## config.mk

```make
export PLATFORM = sky130hd
export DESIGN_NAME = mipsBusCpu
export DESIGN_NICKNAME = d
export VERILOG_FILES = /design/src/hw/mipsPkg.sv /design/src/hw/executeUnit.sv /design/src/hw/fetchUnit.sv /design/src/hw/memoryAccess.sv /design/src/hw/mipsBusCpu.sv /design/src/hw/registerFile.sv /design/src/hw/stageSequencer.sv
export SDC_FILE = /design/constraint.sdc
export NUM_CORES = 2
export LEC_CHECK = 0
export BUFFER_PORTS_ARGS = -buffer_cell sky130_fd_sc_hd__buf_2
export CAP_MARGIN = 15
export CORE_MARGIN = 1
export CORE_UTILIZATION = 45
export DETAILED_ROUTE_END_ITERATION = 12
export PLACE_DENSITY = 0.73
export RECOVER_POWER = 100
export REMOVE_ABC_BUFFERS = 1
export SYNTH_ARGS = -nofsm -noshare
export SYNTH_HDL_FRONTEND = slang
export SYNTH_SLANG_ARGS = --single-unit
```

## constraint.sdc

```tcl
create_clock -name clk -period 5.8 [get_ports clk]
set_input_delay 1.74 -clock clk [delete_from_list [all_inputs] [get_ports clk]]
set_output_delay 1.74 -clock clk [all_outputs]
set_load 0.05 [all_outputs]
```

## src/hw/mipsPkg.sv

```systemverilog
`default_nettype none

package mipsPkg;

    localparam int DataWidth = 32;
    localparam int RegAddrWidth = 5;

    // First fetch after reset
    localparam logic [DataWidth-1:0] ResetVector = 32'hBFC0_0000;
    // JR to this address stops the core
    localparam logic [DataWidth-1:0] HaltAddress = '0;

    // Bytes per word, also the sequential PC step
    localparam logic [2:0] ByteCount = 3'd4;

    typedef enum logic [2:0] {
        Fetch,
        Decode,
        Execute,
        Memory,
        WriteBack,
        Halt
    } stageT;

    // Major opcodes handled by the core
    typedef enum logic [5:0] {
        OpSpecial = 6'd0,
        OpJ       = 6'd2,
        OpBeq     = 6'd4,
        OpBne     = 6'd5,
        OpBlez    = 6'd6,
        OpBgtz    = 6'd7,
        OpAddiu   = 6'd9,
        OpSlti    = 6'd10,
        OpSltiu   = 6'd11,
        OpAndi    = 6'd12,
        OpOri     = 6'd13,
        OpXori    = 6'd14,
        OpLui     = 6'd15,
        OpLw      = 6'd35,
        OpSw      = 6'd43
    } opcodeT;

    // Function codes under OpSpecial
    typedef enum logic [5:0] {
        FnSll  = 6'd0,
        FnSrl  = 6'd2,
        FnSra  = 6'd3,
        FnJr   = 6'd8,
        FnAddu = 6'd33,
        FnSubu = 6'd35,
        FnAnd  = 6'd36,
        FnOr   = 6'd37,
        FnXor  = 6'd38,
        FnSlt  = 6'd42,
        FnSltu = 6'd43
    } functT;

    typedef struct packed {
        opcodeT opcode;
        logic [RegAddrWidth-1:0] rs;
        logic [RegAddrWidth-1:0] rt;
        logic [RegAddrWidth-1:0] rd;
        logic [4:0] shamt;
        functT funct;
    } rFieldsT;

    typedef struct packed {
        opcodeT opcode;
        logic [RegAddrWidth-1:0] rs;
        logic [RegAddrWidth-1:0] rt;
        logic [15:0] imm;
    } iFieldsT;

    typedef struct packed {
        opcodeT opcode;
        logic [25:0] target;
    } jFieldsT;

    // Same 32 bits seen as R, I or J format
    typedef union packed {
        rFieldsT rFields;
        iFieldsT iFields;
        jFieldsT jFields;
    } instrWordT;

endpackage

`default_nettype wire

```

## src/hw/executeUnit.sv

```systemverilog
`timescale 1ns/1ns
`default_nettype none

module executeUnit (
    input  logic clk,
    input  logic reset,
    input  mipsPkg::stageT stage,
    input  mipsPkg::instrWordT instr,
    input  logic [mipsPkg::DataWidth-1:0] pc,
    input  logic [mipsPkg::DataWidth-1:0] readDataA,
    input  logic [mipsPkg::DataWidth-1:0] readDataB,
    input  logic [mipsPkg::DataWidth-1:0] loadData,
    output logic [mipsPkg::RegAddrWidth-1:0] readAddrA,
    output logic [mipsPkg::RegAddrWidth-1:0] readAddrB,
    output logic writeEnable,
    output logic [mipsPkg::RegAddrWidth-1:0] writeAddr,
    output logic [mipsPkg::DataWidth-1:0] writeData,
    output logic jumpTaken,
    output logic [mipsPkg::DataWidth-1:0] jumpTarget,
    output logic [mipsPkg::DataWidth-1:0] memAddress,
    output logic [mipsPkg::DataWidth-1:0] storeData,
    output logic needsMemory,
    output logic isStore,
    output logic skipsWriteBack,
    output logic haltJump
);

    logic [mipsPkg::DataWidth-1:0] opA;
    logic [mipsPkg::DataWidth-1:0] opB;
    logic [mipsPkg::DataWidth-1:0] result;
    logic [mipsPkg::DataWidth-1:0] immSigned;
    logic [mipsPkg::DataWidth-1:0] immZero;
    logic [mipsPkg::DataWidth-1:0] seqPc;
    logic [mipsPkg::DataWidth-1:0] aluValue;
    logic [mipsPkg::DataWidth-1:0] targetValue;
    logic isSpecial;
    logic isJr;
    logic isJump;
    logic isLoad;
    logic isAluI;
    logic isBranch;
    logic branchCond;
    logic writesReg;

    assign readAddrA = instr.rFields.rs;
    assign readAddrB = instr.rFields.rt;

    assign isSpecial = (instr.rFields.opcode == mipsPkg::OpSpecial);
    assign isJr = isSpecial && (instr.rFields.funct == mipsPkg::FnJr);
    assign isJump = (instr.jFields.opcode == mipsPkg::OpJ);
    assign isLoad = (instr.iFields.opcode == mipsPkg::OpLw);
    assign isStore = (instr.iFields.opcode == mipsPkg::OpSw);

    assign immSigned = {{16{instr.iFields.imm[15]}}, instr.iFields.imm};
    assign immZero = {16'b0, instr.iFields.imm};
    assign seqPc = pc + mipsPkg::ByteCount;

    // I-type classes and branch condition
    always_comb begin
        isAluI = 1'b0;
        isBranch = 1'b0;
        branchCond = 1'b0;
        case (instr.iFields.opcode)
            mipsPkg::OpAddiu, mipsPkg::OpSlti, mipsPkg::OpSltiu, mipsPkg::OpAndi,
            mipsPkg::OpOri, mipsPkg::OpXori, mipsPkg::OpLui: begin
                isAluI = 1'b1;
            end
            mipsPkg::OpBeq: begin
                isBranch = 1'b1;
                branchCond = (opA == opB);
            end
            mipsPkg::OpBne: begin
                isBranch = 1'b1;
                branchCond = (opA != opB);
            end
            mipsPkg::OpBlez: begin
                isBranch = 1'b1;
                branchCond = ($signed(opA) <= 0);
            end
            mipsPkg::OpBgtz: begin
                isBranch = 1'b1;
                branchCond = ($signed(opA) > 0);
            end
            default: begin
                isAluI = 1'b0;
            end
        endcase
    end

    always_comb begin
        aluValue = '0;
        if (isSpecial) begin
            case (instr.rFields.funct)
                mipsPkg::FnAddu: aluValue = opA + opB;
                mipsPkg::FnSubu: aluValue = opA - opB;
                mipsPkg::FnAnd:  aluValue = opA & opB;
                mipsPkg::FnOr:   aluValue = opA | opB;
                mipsPkg::FnXor:  aluValue = opA ^ opB;
                mipsPkg::FnSlt:  aluValue[0] = ($signed(opA) < $signed(opB));
                mipsPkg::FnSltu: aluValue[0] = (opA < opB);
                mipsPkg::FnSll:  aluValue = opB << instr.rFields.shamt;
                mipsPkg::FnSrl:  aluValue = opB >> instr.rFields.shamt;
                mipsPkg::FnSra:  aluValue = $signed(opB) >>> instr.rFields.shamt;
                default:         aluValue = '0;
            endcase
        end else begin
            case (instr.iFields.opcode)
                mipsPkg::OpAddiu: aluValue = opA + immSigned;
                mipsPkg::OpSlti:  aluValue[0] = ($signed(opA) < $signed(immSigned));
                // Immediate is sign-extended, then compared unsigned
                mipsPkg::OpSltiu: aluValue[0] = (opA < immSigned);
                mipsPkg::OpAndi:  aluValue = opA & immZero;
                mipsPkg::OpOri:   aluValue = opA | immZero;
                mipsPkg::OpXori:  aluValue = opA ^ immZero;
                mipsPkg::OpLui:   aluValue = {instr.iFields.imm, 16'b0};
                default:          aluValue = '0;
            endcase
        end
    end

    // JR, J region jump, or PC-relative branch
    always_comb begin
        if (isJr) begin
            targetValue = opA;
        end else if (isJump) begin
            targetValue = {seqPc[31:28], instr.jFields.target, 2'b00};
        end else begin
            targetValue = seqPc + (immSigned << 2);
        end
    end

    assign writesReg = (isSpecial && !isJr) || isAluI || isLoad;
    assign needsMemory = isLoad || isStore;
    assign skipsWriteBack = !writesReg;
    assign haltJump = isJr && (opA == mipsPkg::HaltAddress);
    assign storeData = opB;

    assign writeEnable = (stage == mipsPkg::WriteBack);
    assign writeAddr = isSpecial ? instr.rFields.rd : instr.iFields.rt;
    assign writeData = isLoad ? loadData : result;

    always_ff @(posedge clk) begin
        if (reset) begin
            jumpTaken <= 1'b0;
        end else if (stage == mipsPkg::Execute) begin
            jumpTaken <= (isBranch && branchCond) || isJump || isJr;
        end
    end

    always_ff @(posedge clk) begin
        // Operands latched during register read
        if (stage == mipsPkg::Decode) begin
            opA <= readDataA;
            opB <= readDataB;
        end
        if (stage == mipsPkg::Execute) begin
            result <= aluValue;
            memAddress <= opA + immSigned;
            jumpTarget <= targetValue;
        end
    end

endmodule

`default_nettype wire

```

## src/hw/fetchUnit.sv

```systemverilog
`timescale 1ns/1ns
`default_nettype none

module fetchUnit (
    input  logic clk,
    input  logic reset,
    input  mipsPkg::stageT stage,
    input  logic waitrequest,
    input  logic [mipsPkg::DataWidth-1:0] readdata,
    input  logic jumpTaken,
    input  logic [mipsPkg::DataWidth-1:0] jumpTarget,
    output logic [mipsPkg::DataWidth-1:0] fetchAddress,
    output logic fetchRead,
    output logic fetchDone,
    output mipsPkg::instrWordT instr,
    output logic [mipsPkg::DataWidth-1:0] pc
);

    logic pendingValid;
    logic [mipsPkg::DataWidth-1:0] pendingTarget;
    logic [mipsPkg::DataWidth-1:0] nextAddress;
    logic [mipsPkg::DataWidth-1:0] swappedWord;

    // A pending jump overrides the sequential address once
    assign nextAddress = pendingValid ? pendingTarget : pc + mipsPkg::ByteCount;

    assign fetchRead = (stage == mipsPkg::Fetch);
    assign fetchAddress = fetchRead ? nextAddress : '0;
    assign fetchDone = fetchRead && !waitrequest;

    // Bus words arrive little-endian
    always_comb begin
        for (int i = 0; i < mipsPkg::ByteCount; i++) begin
            swappedWord[8*i +: 8] = readdata[8*(mipsPkg::ByteCount-1-i) +: 8];
        end
    end

    // Reset behaves like a jump to the reset vector
    always_ff @(posedge clk) begin
        if (reset) begin
            pc <= '0;
            pendingValid <= 1'b1;
            pendingTarget <= mipsPkg::ResetVector;
        end else if (fetchDone) begin
            pc <= nextAddress;
            // Decision of the previous instruction takes effect after this delay slot
            pendingValid <= jumpTaken;
            pendingTarget <= jumpTarget;
        end
    end

    always_ff @(posedge clk) begin
        if (fetchDone) begin
            instr <= swappedWord;
        end
    end

endmodule

`default_nettype wire

```

## src/hw/memoryAccess.sv

```systemverilog
`timescale 1ns/1ns
`default_nettype none

module memoryAccess (
    input  logic clk,
    input  logic reset,
    input  mipsPkg::stageT stage,
    input  logic waitrequest,
    input  logic [mipsPkg::DataWidth-1:0] readdata,
    input  logic [mipsPkg::DataWidth-1:0] memAddress,
    input  logic [mipsPkg::DataWidth-1:0] storeData,
    input  logic isStore,
    output logic [mipsPkg::DataWidth-1:0] memAddrOut,
    output logic memRead,
    output logic memWrite,
    output logic [mipsPkg::DataWidth-1:0] writedata,
    output logic [3:0] byteenable,
    output logic [mipsPkg::DataWidth-1:0] loadData,
    output logic memDone
);

    logic inMemory;
    logic [mipsPkg::DataWidth-1:0] swappedLoad;

    assign inMemory = (stage == mipsPkg::Memory);

    // Strobe stays up until the slave drops waitrequest
    assign memRead = inMemory && !isStore;
    assign memWrite = inMemory && isStore;
    assign memAddrOut = inMemory ? memAddress : '0;
    assign memDone = inMemory && !waitrequest;

    // Word accesses only
    assign byteenable = '1;

    // Register values go out and come back byte-reversed
    always_comb begin
        for (int i = 0; i < mipsPkg::ByteCount; i++) begin
            writedata[8*i +: 8] = storeData[8*(mipsPkg::ByteCount-1-i) +: 8];
            swappedLoad[8*i +: 8] = readdata[8*(mipsPkg::ByteCount-1-i) +: 8];
        end
    end

    always_ff @(posedge clk) begin
        if (reset) begin
            loadData <= '0;
        end else if (memDone && memRead) begin
            loadData <= swappedLoad;
        end
    end

endmodule

`default_nettype wire

```

## src/hw/mipsBusCpu.sv

```systemverilog
`timescale 1ns/1ns
`default_nettype none

module mipsBusCpu (
    input  logic clk,
    input  logic reset,
    output logic active,
    output logic [mipsPkg::DataWidth-1:0] register_v0,
    output logic [mipsPkg::DataWidth-1:0] address,
    output logic read,
    output logic write,
    input  logic waitrequest,
    output logic [mipsPkg::DataWidth-1:0] writedata,
    output logic [3:0] byteenable,
    input  logic [mipsPkg::DataWidth-1:0] readdata
);

    mipsPkg::stageT stage;
    mipsPkg::instrWordT instr;

    logic fetchDone;
    logic memDone;
    logic needsMemory;
    logic isStore;
    logic skipsWriteBack;
    logic haltJump;
    logic fetchRead;
    logic memRead;
    logic memWrite;
    logic jumpTaken;
    logic writeEnable;
    logic [mipsPkg::RegAddrWidth-1:0] readAddrA;
    logic [mipsPkg::RegAddrWidth-1:0] readAddrB;
    logic [mipsPkg::RegAddrWidth-1:0] writeAddr;
    logic [mipsPkg::DataWidth-1:0] fetchAddress;
    logic [mipsPkg::DataWidth-1:0] memAddrOut;
    logic [mipsPkg::DataWidth-1:0] pc;
    logic [mipsPkg::DataWidth-1:0] jumpTarget;
    logic [mipsPkg::DataWidth-1:0] readDataA;
    logic [mipsPkg::DataWidth-1:0] readDataB;
    logic [mipsPkg::DataWidth-1:0] writeData;
    logic [mipsPkg::DataWidth-1:0] memAddress;
    logic [mipsPkg::DataWidth-1:0] storeData;
    logic [mipsPkg::DataWidth-1:0] loadData;

    // Fetch and memory stages drive zeros outside their own stage
    assign address = fetchAddress | memAddrOut;
    assign read = fetchRead | memRead;
    assign write = memWrite;

    stageSequencer sequencer (
        .clk(clk),
        .reset(reset),
        .fetchDone(fetchDone),
        .memDone(memDone),
        .needsMemory(needsMemory),
        .skipsWriteBack(skipsWriteBack),
        .haltJump(haltJump),
        .stage(stage),
        .active(active)
    );

    fetchUnit fetch (
        .clk(clk),
        .reset(reset),
        .stage(stage),
        .waitrequest(waitrequest),
        .readdata(readdata),
        .jumpTaken(jumpTaken),
        .jumpTarget(jumpTarget),
        .fetchAddress(fetchAddress),
        .fetchRead(fetchRead),
        .fetchDone(fetchDone),
        .instr(instr),
        .pc(pc)
    );

    registerFile regs (
        .clk(clk),
        .reset(reset),
        .readAddrA(readAddrA),
        .readAddrB(readAddrB),
        .writeEnable(writeEnable),
        .writeAddr(writeAddr),
        .writeData(writeData),
        .readDataA(readDataA),
        .readDataB(readDataB),
        .v0(register_v0)
    );

    executeUnit execute (
        .clk(clk),
        .reset(reset),
        .stage(stage),
        .instr(instr),
        .pc(pc),
        .readDataA(readDataA),
        .readDataB(readDataB),
        .loadData(loadData),
        .readAddrA(readAddrA),
        .readAddrB(readAddrB),
        .writeEnable(writeEnable),
        .writeAddr(writeAddr),
        .writeData(writeData),
        .jumpTaken(jumpTaken),
        .jumpTarget(jumpTarget),
        .memAddress(memAddress),
        .storeData(storeData),
        .needsMemory(needsMemory),
        .isStore(isStore),
        .skipsWriteBack(skipsWriteBack),
        .haltJump(haltJump)
    );

    memoryAccess memory (
        .clk(clk),
        .reset(reset),
        .stage(stage),
        .waitrequest(waitrequest),
        .readdata(readdata),
        .memAddress(memAddress),
        .storeData(storeData),
        .isStore(isStore),
        .memAddrOut(memAddrOut),
        .memRead(memRead),
        .memWrite(memWrite),
        .writedata(writedata),
        .byteenable(byteenable),
        .loadData(loadData),
        .memDone(memDone)
    );

endmodule

`default_nettype wire

```

## src/hw/registerFile.sv

```systemverilog
`timescale 1ns/1ns
`default_nettype none

module registerFile (
    input  logic clk,
    input  logic reset,
    input  logic [mipsPkg::RegAddrWidth-1:0] readAddrA,
    input  logic [mipsPkg::RegAddrWidth-1:0] readAddrB,
    input  logic writeEnable,
    input  logic [mipsPkg::RegAddrWidth-1:0] writeAddr,
    input  logic [mipsPkg::DataWidth-1:0] writeData,
    output logic [mipsPkg::DataWidth-1:0] readDataA,
    output logic [mipsPkg::DataWidth-1:0] readDataB,
    output logic [mipsPkg::DataWidth-1:0] v0
);

    logic [mipsPkg::DataWidth-1:0] regs [2**mipsPkg::RegAddrWidth];

    always_ff @(posedge clk) begin
        if (reset) begin
            for (int i = 0; i < 2**mipsPkg::RegAddrWidth; i++) begin
                regs[i] <= '0;
            end
        end else if (writeEnable && (writeAddr != '0)) begin
            // Register 0 never takes a write
            regs[writeAddr] <= writeData;
        end
    end

    assign readDataA = regs[readAddrA];
    assign readDataB = regs[readAddrB];

    // v0 is register 2
    assign v0 = regs[2];

endmodule

`default_nettype wire

```

## src/hw/stageSequencer.sv

```systemverilog
`timescale 1ns/1ns
`default_nettype none

module stageSequencer (
    input  logic clk,
    input  logic reset,
    input  logic fetchDone,
    input  logic memDone,
    input  logic needsMemory,
    input  logic skipsWriteBack,
    input  logic haltJump,
    output mipsPkg::stageT stage,
    output logic active
);

    mipsPkg::stageT nextStage;

    always_comb begin
        nextStage = stage;
        case (stage)
            mipsPkg::Fetch: begin
                // Held until the bus accepts the read
                if (fetchDone) begin
                    nextStage = mipsPkg::Decode;
                end
            end
            mipsPkg::Decode: begin
                nextStage = mipsPkg::Execute;
            end
            mipsPkg::Execute: begin
                if (haltJump) begin
                    nextStage = mipsPkg::Halt;
                end else if (needsMemory) begin
                    nextStage = mipsPkg::Memory;
                end else if (skipsWriteBack) begin
                    nextStage = mipsPkg::Fetch;
                end else begin
                    nextStage = mipsPkg::WriteBack;
                end
            end
            mipsPkg::Memory: begin
                // Stores finish here, loads still write a register
                if (memDone) begin
                    nextStage = skipsWriteBack ? mipsPkg::Fetch : mipsPkg::WriteBack;
                end
            end
            mipsPkg::WriteBack: begin
                nextStage = mipsPkg::Fetch;
            end
            default: begin
                nextStage = mipsPkg::Halt;
            end
        endcase
    end

    always_ff @(posedge clk) begin
        if (reset) begin
            stage <= mipsPkg::Fetch;
            active <= 1'b1;
        end else begin
            stage <= nextStage;
            active <= (nextStage != mipsPkg::Halt);
        end
    end

endmodule

`default_nettype wire

```

==> impl_results.md <==
* Hold Fails Final Rpt at 0
* Post_cts resized at 0
* #FFs+latches synth at 1,318
* Final-report setup violation count at 0
* CTS clock-pin slew for the worst setup and hold paths at 0.06 ns
* Chip width at 415 um
* Number of nets with antenna violations after detailed routing at 0
* Total core area at 0.169 mm2
* Cell mode on critical path: buf_4
* Routed length on met2 at 131 mm
* Vias in the first global route at 54,700
* CTS Buffer Depth at 3
* Fraction of registers with async set or reset after synthesis at 0%
* Overall power at 25,000 uW
* CTS H-tree lvls at 4
* Fraction of final layout cells sized beyond drive strength 1 at 19.0%
* Hold-fix buffers at CTS at 0
* Total vias in the final route at 56,900
* Number of instances in the synthesized netlist at 6,137
* Post-CTS setup-driven buffer insertion count at 0
* Largest net degree at the start of global routing at 138
* Clock latency on the worst-skew pair at 0.83 ns
* Number of rows in the core area at 151
* Highest cell delay on the worst timing path at 1.46 ns
* Count of maximum capacitance violations at 52
* Path class of the lowest-slack min-delay path: flip-flop to flip-flop
* Via-to-Cell Ratio at 6.75
* Clock tree from TritonCTS: yes
* Required time reported for the critical path endpoint at 6.28 ns
* Total number of yosys warnings at 0
* Syn Area/Cell at 12.5 um2
* Period utilization at 99.6%
* Detailed-route DRC error count at 0
* Clock power share at 36.6%
* Share of total power consumed by net switching at 29.5%
* Number of DRC markers after the initial detailed-route iteration at 9,188
* Slowest cell on the critical path: nor3_1
* Fill cells at 14,500
* HPWL after DPL at 195 mm
* Overall die area at 0.172 mm2
* Final Skew at 0.0630 ns
* Total routed wire length on the met1 layer at 98.2 mm
* Worst VDD drop at 0.000323 V
* Number of pins with negative max-slew slack in the final report at 1,876
* Pwr dens at 296 mW/mm2
* F_max at 173 MHz
* Sink Count at 1,318
* Arr. time, crit path at 6.26 ns
* Type of element capturing the critical path: flip-flop
* Biggest fanout along the worst timing path at 41
* Unrepaired setup endpoints after global routing: no
* Buffers added on ports at 133
* Final estimated routing congestion in global placement at 1.07
* Synth Flop Type: edfxtp_1
* Gate power share at 18.6%
* Result of the run: complete, but fails checks
* Initial antenna violation count at 28
* Root Buffer Master: clkbuf_16
* Time the final worst path needs with I/O delays and setup at 5.78 ns
* Uppermost layer routed: met5
* Area contributors post-synth: edfxtp_1, mux4_2, nor2_1
* Worst setup SP type: flip-flop
* Area share of the largest cell type after synthesis at 47.6%
* Height of the die at 415 um
* Overflow left after global routing at 0
* Layout area overhead at 9.92%
* Internal power at 17,600 uW
* List of cells traversed by the critical path: buf_4, nand4b_1, nor3_1, clkbuf_2, mux2i_1, buf_4, nor2_1
* First-pass iteration count of the detailed router at 7
* Library cells used by synthesis at 86
* Total Wirelength at 281 mm
* Average wire per cell in the routed design at 33.4 um
* First-pass GRT wire length at 399 mm
* Total global-route track usage at 32.2%
* Count of pins on the block boundary at 138
* Static leakage at 0.0297 uW
* Violations in the final reports: max-capacitance violations, max-slew violations
* Switching power at 7350 uW
* Slew margin rel. at -145%
* Post-layout nets at 6,344
* Post-synthesis sequential area ratio at 50.2%
* CTS Buf Count at 142
* Sequential Power Share at 44.7%
* Total negative slack for setup checks at 0 ns
* Category of the critical setup timing path: flip-flop to flip-flop
* Number of enable-type register cells in the synthesized netlist at 1,216
* Register-to-register setup slack at 0.02 ns
* Netlist area before placement at 0.0767 mm2
* Effective utilization at floorplan at 45.3%
* Cell accounting for the most synthesized area: edfxtp_1
* Routed met3 length at 35.9 mm
* Slew at the pin with the worst max-slew slack at 3.68 ns
## cell type report
type                    count  area (um2)  area share (%)
multi-input cells        4150       36000            42.6
clock buffers             182        3790            4.49
well taps                2218        2780            3.29
clock inverters            76         832           0.986
inverters                 148         557           0.660
repair buffers            333        1880            2.23
diodes                      4        10.0          0.0119
flip-flops and latches   1318       38600            45.7
## path summary, 6_finish.rpt
path,from,endpoint,depth (start not counted)
min,fetch.pendingTarget[18]$_SDFFE_PP0P_,fetch.pendingTarget[18]$_SDFFE_PP0P_,2
min reg2reg,fetch.pendingTarget[18]$_SDFFE_PP0P_,fetch.pendingTarget[18]$_SDFFE_PP0P_,2
max reg2reg,fetch.instr[26]$_DFFE_PP_,regs.regs[13][17]$_SDFFCE_PN0P_,7
max,fetch.instr[26]$_DFFE_PP_,regs.regs[13][17]$_SDFFCE_PN0P_,7
## metrics by stage
stage,area (um2),setup slack [ns],instances,util (%),hold slack [ns]
2_1_floorplan,74700,-6.34,5616,-,0.428
3_3_place_gp,80300,0.967,8164,47.5,0.436
3_5_place_dp,80300,0.955,8164,47.5,0.444
4_1_cts,85000,0.259,8422,50.2,0.453
5_1_grt,84400,0.0465,8425,49.8,0.477
6_report,84400,0.0225,8429,49.8,0.453
## power groups by stage
| stage | combinational, uW | clock [uW] | sequential (uW) |
|---|---|---|---|
| final | 4650 | 9140 | 11200 |
| after global routing | 4840 | 9520 | 11200 |
| after CTS | 4560 | 9180 | 11100 |
| after detailed placement | 4530 | 0 | 11300 |
| after global placement | 4520 | 0 | 11300 |
| after floorplan | 2920 | 0 | 11500 |
## layout by cell type (no fill, tap or decap), drive strengths merged, types with 11 or more instances in the layout
| cell type | synthesis | final |
|---|---|---|
| a22oi | 30 | 30 |
| a222oi | 13 | 13 |
| o21bai | 36 | 36 |
| edfxtp | 1216 | 1216 |
| a221o | 16 | 16 |
| or3 | 16 | 16 |
| o21a | 19 | 19 |
| o22ai | 38 | 38 |
| o31ai | 25 | 25 |
| nor2b | 30 | 30 |
| nand2b | 49 | 49 |
| nor2 | 1277 | 1277 |
| nand3b | 16 | 16 |
| conb | 2 | 36 |
| o21ai | 191 | 191 |
| dfxtp | 102 | 102 |
| o211ai | 24 | 24 |
| inv | 145 | 153 |
| a221oi | 13 | 13 |
| nand4 | 23 | 23 |
| ha | 212 | 212 |
| xor2 | 20 | 20 |
| o221ai | 16 | 16 |
| buf | 123 | 120 |
| xnor2 | 93 | 93 |
| nand3 | 50 | 50 |
| clkbuf | 432 | 395 |
| a21o | 46 | 46 |
| nand2 | 380 | 380 |
| clkinv | 3 | 58 |
| a21oi | 299 | 299 |
| and3 | 19 | 19 |
| nor4 | 28 | 28 |
| mux2 | 77 | 77 |
| nor3 | 55 | 55 |
| a31oi | 23 | 23 |
| mux2i | 129 | 129 |
| mux4 | 694 | 694 |
| a211oi | 44 | 44 |
| a211o | 11 | 11 |
## synth_stat cells (all sizes together), types with 16 or more instances
library cell,instances
nand2,380
a31oi,23
a21oi,299
xnor2,93
a22oi,30
edfxtp,1216
nand3b,16
nand3,50
dfxtp,102
or3,16
inv,145
a211oi,44
nand4,23
a21o,46
clkbuf,432
ha,212
nor2,1277
nand2b,49
mux2i,129
o211ai,24
o21a,19
mux4,694
buf,123
nor4,28
o21ai,191
a221o,16
and3,19
o22ai,38
o21bai,36
o221ai,16
nor2b,30
o31ai,25
xor2,20
mux2,77
nor3,55
## cell families after synthesis
| kind of cell | count (synthesis) | synth area share (%) |
|---|---|---|
| compound gates | 911 | 7.52 |
| mux | 900 | 23.2 |
| fa+ha+maj | 216 | 3.56 |
| buf+inv | 703 | 3.58 |
| xor+xnor | 113 | 1.29 |
| simple gates | 1974 | 10.6 |
| flops | 1318 | 50.2 |
| other cells | 2 | 0.00979 |
## flip-flops by register name, summed over array words and instances (netlist names), 3 cells and up
name,count
execute.jumpTarget,32
execute.memAddress,32
execute.opA,32
execute.result,32
execute.storeData,32
fetch.instr,32
fetch.pc,32
fetch.pendingTarget,32
memory.loadData,32
regs.regs,1024
sequencer.stage,3
## worst max-delay path, delay by kind of cell (launching register included)
kind | cells | cell delay [ns]
buffers and inverters | 3 | 1.85
muxes | 1 | 1.35
and+or+nand+nor | 3 | 1.85
DFF | 1 | 0.37
## metal layers
| metal | vias to the layer above | GRT usage (%) |
|---|---|---|
| met1 | 28600 | 41.4 |
| li1 | 23100 | - |
| met3 | 775 | 8.36 |
| met4 | 24 | 14.3 |
| met2 | 4417 | 51.5 |
| met5 | - | 0 |
Power figures use the tool's default switching activity.
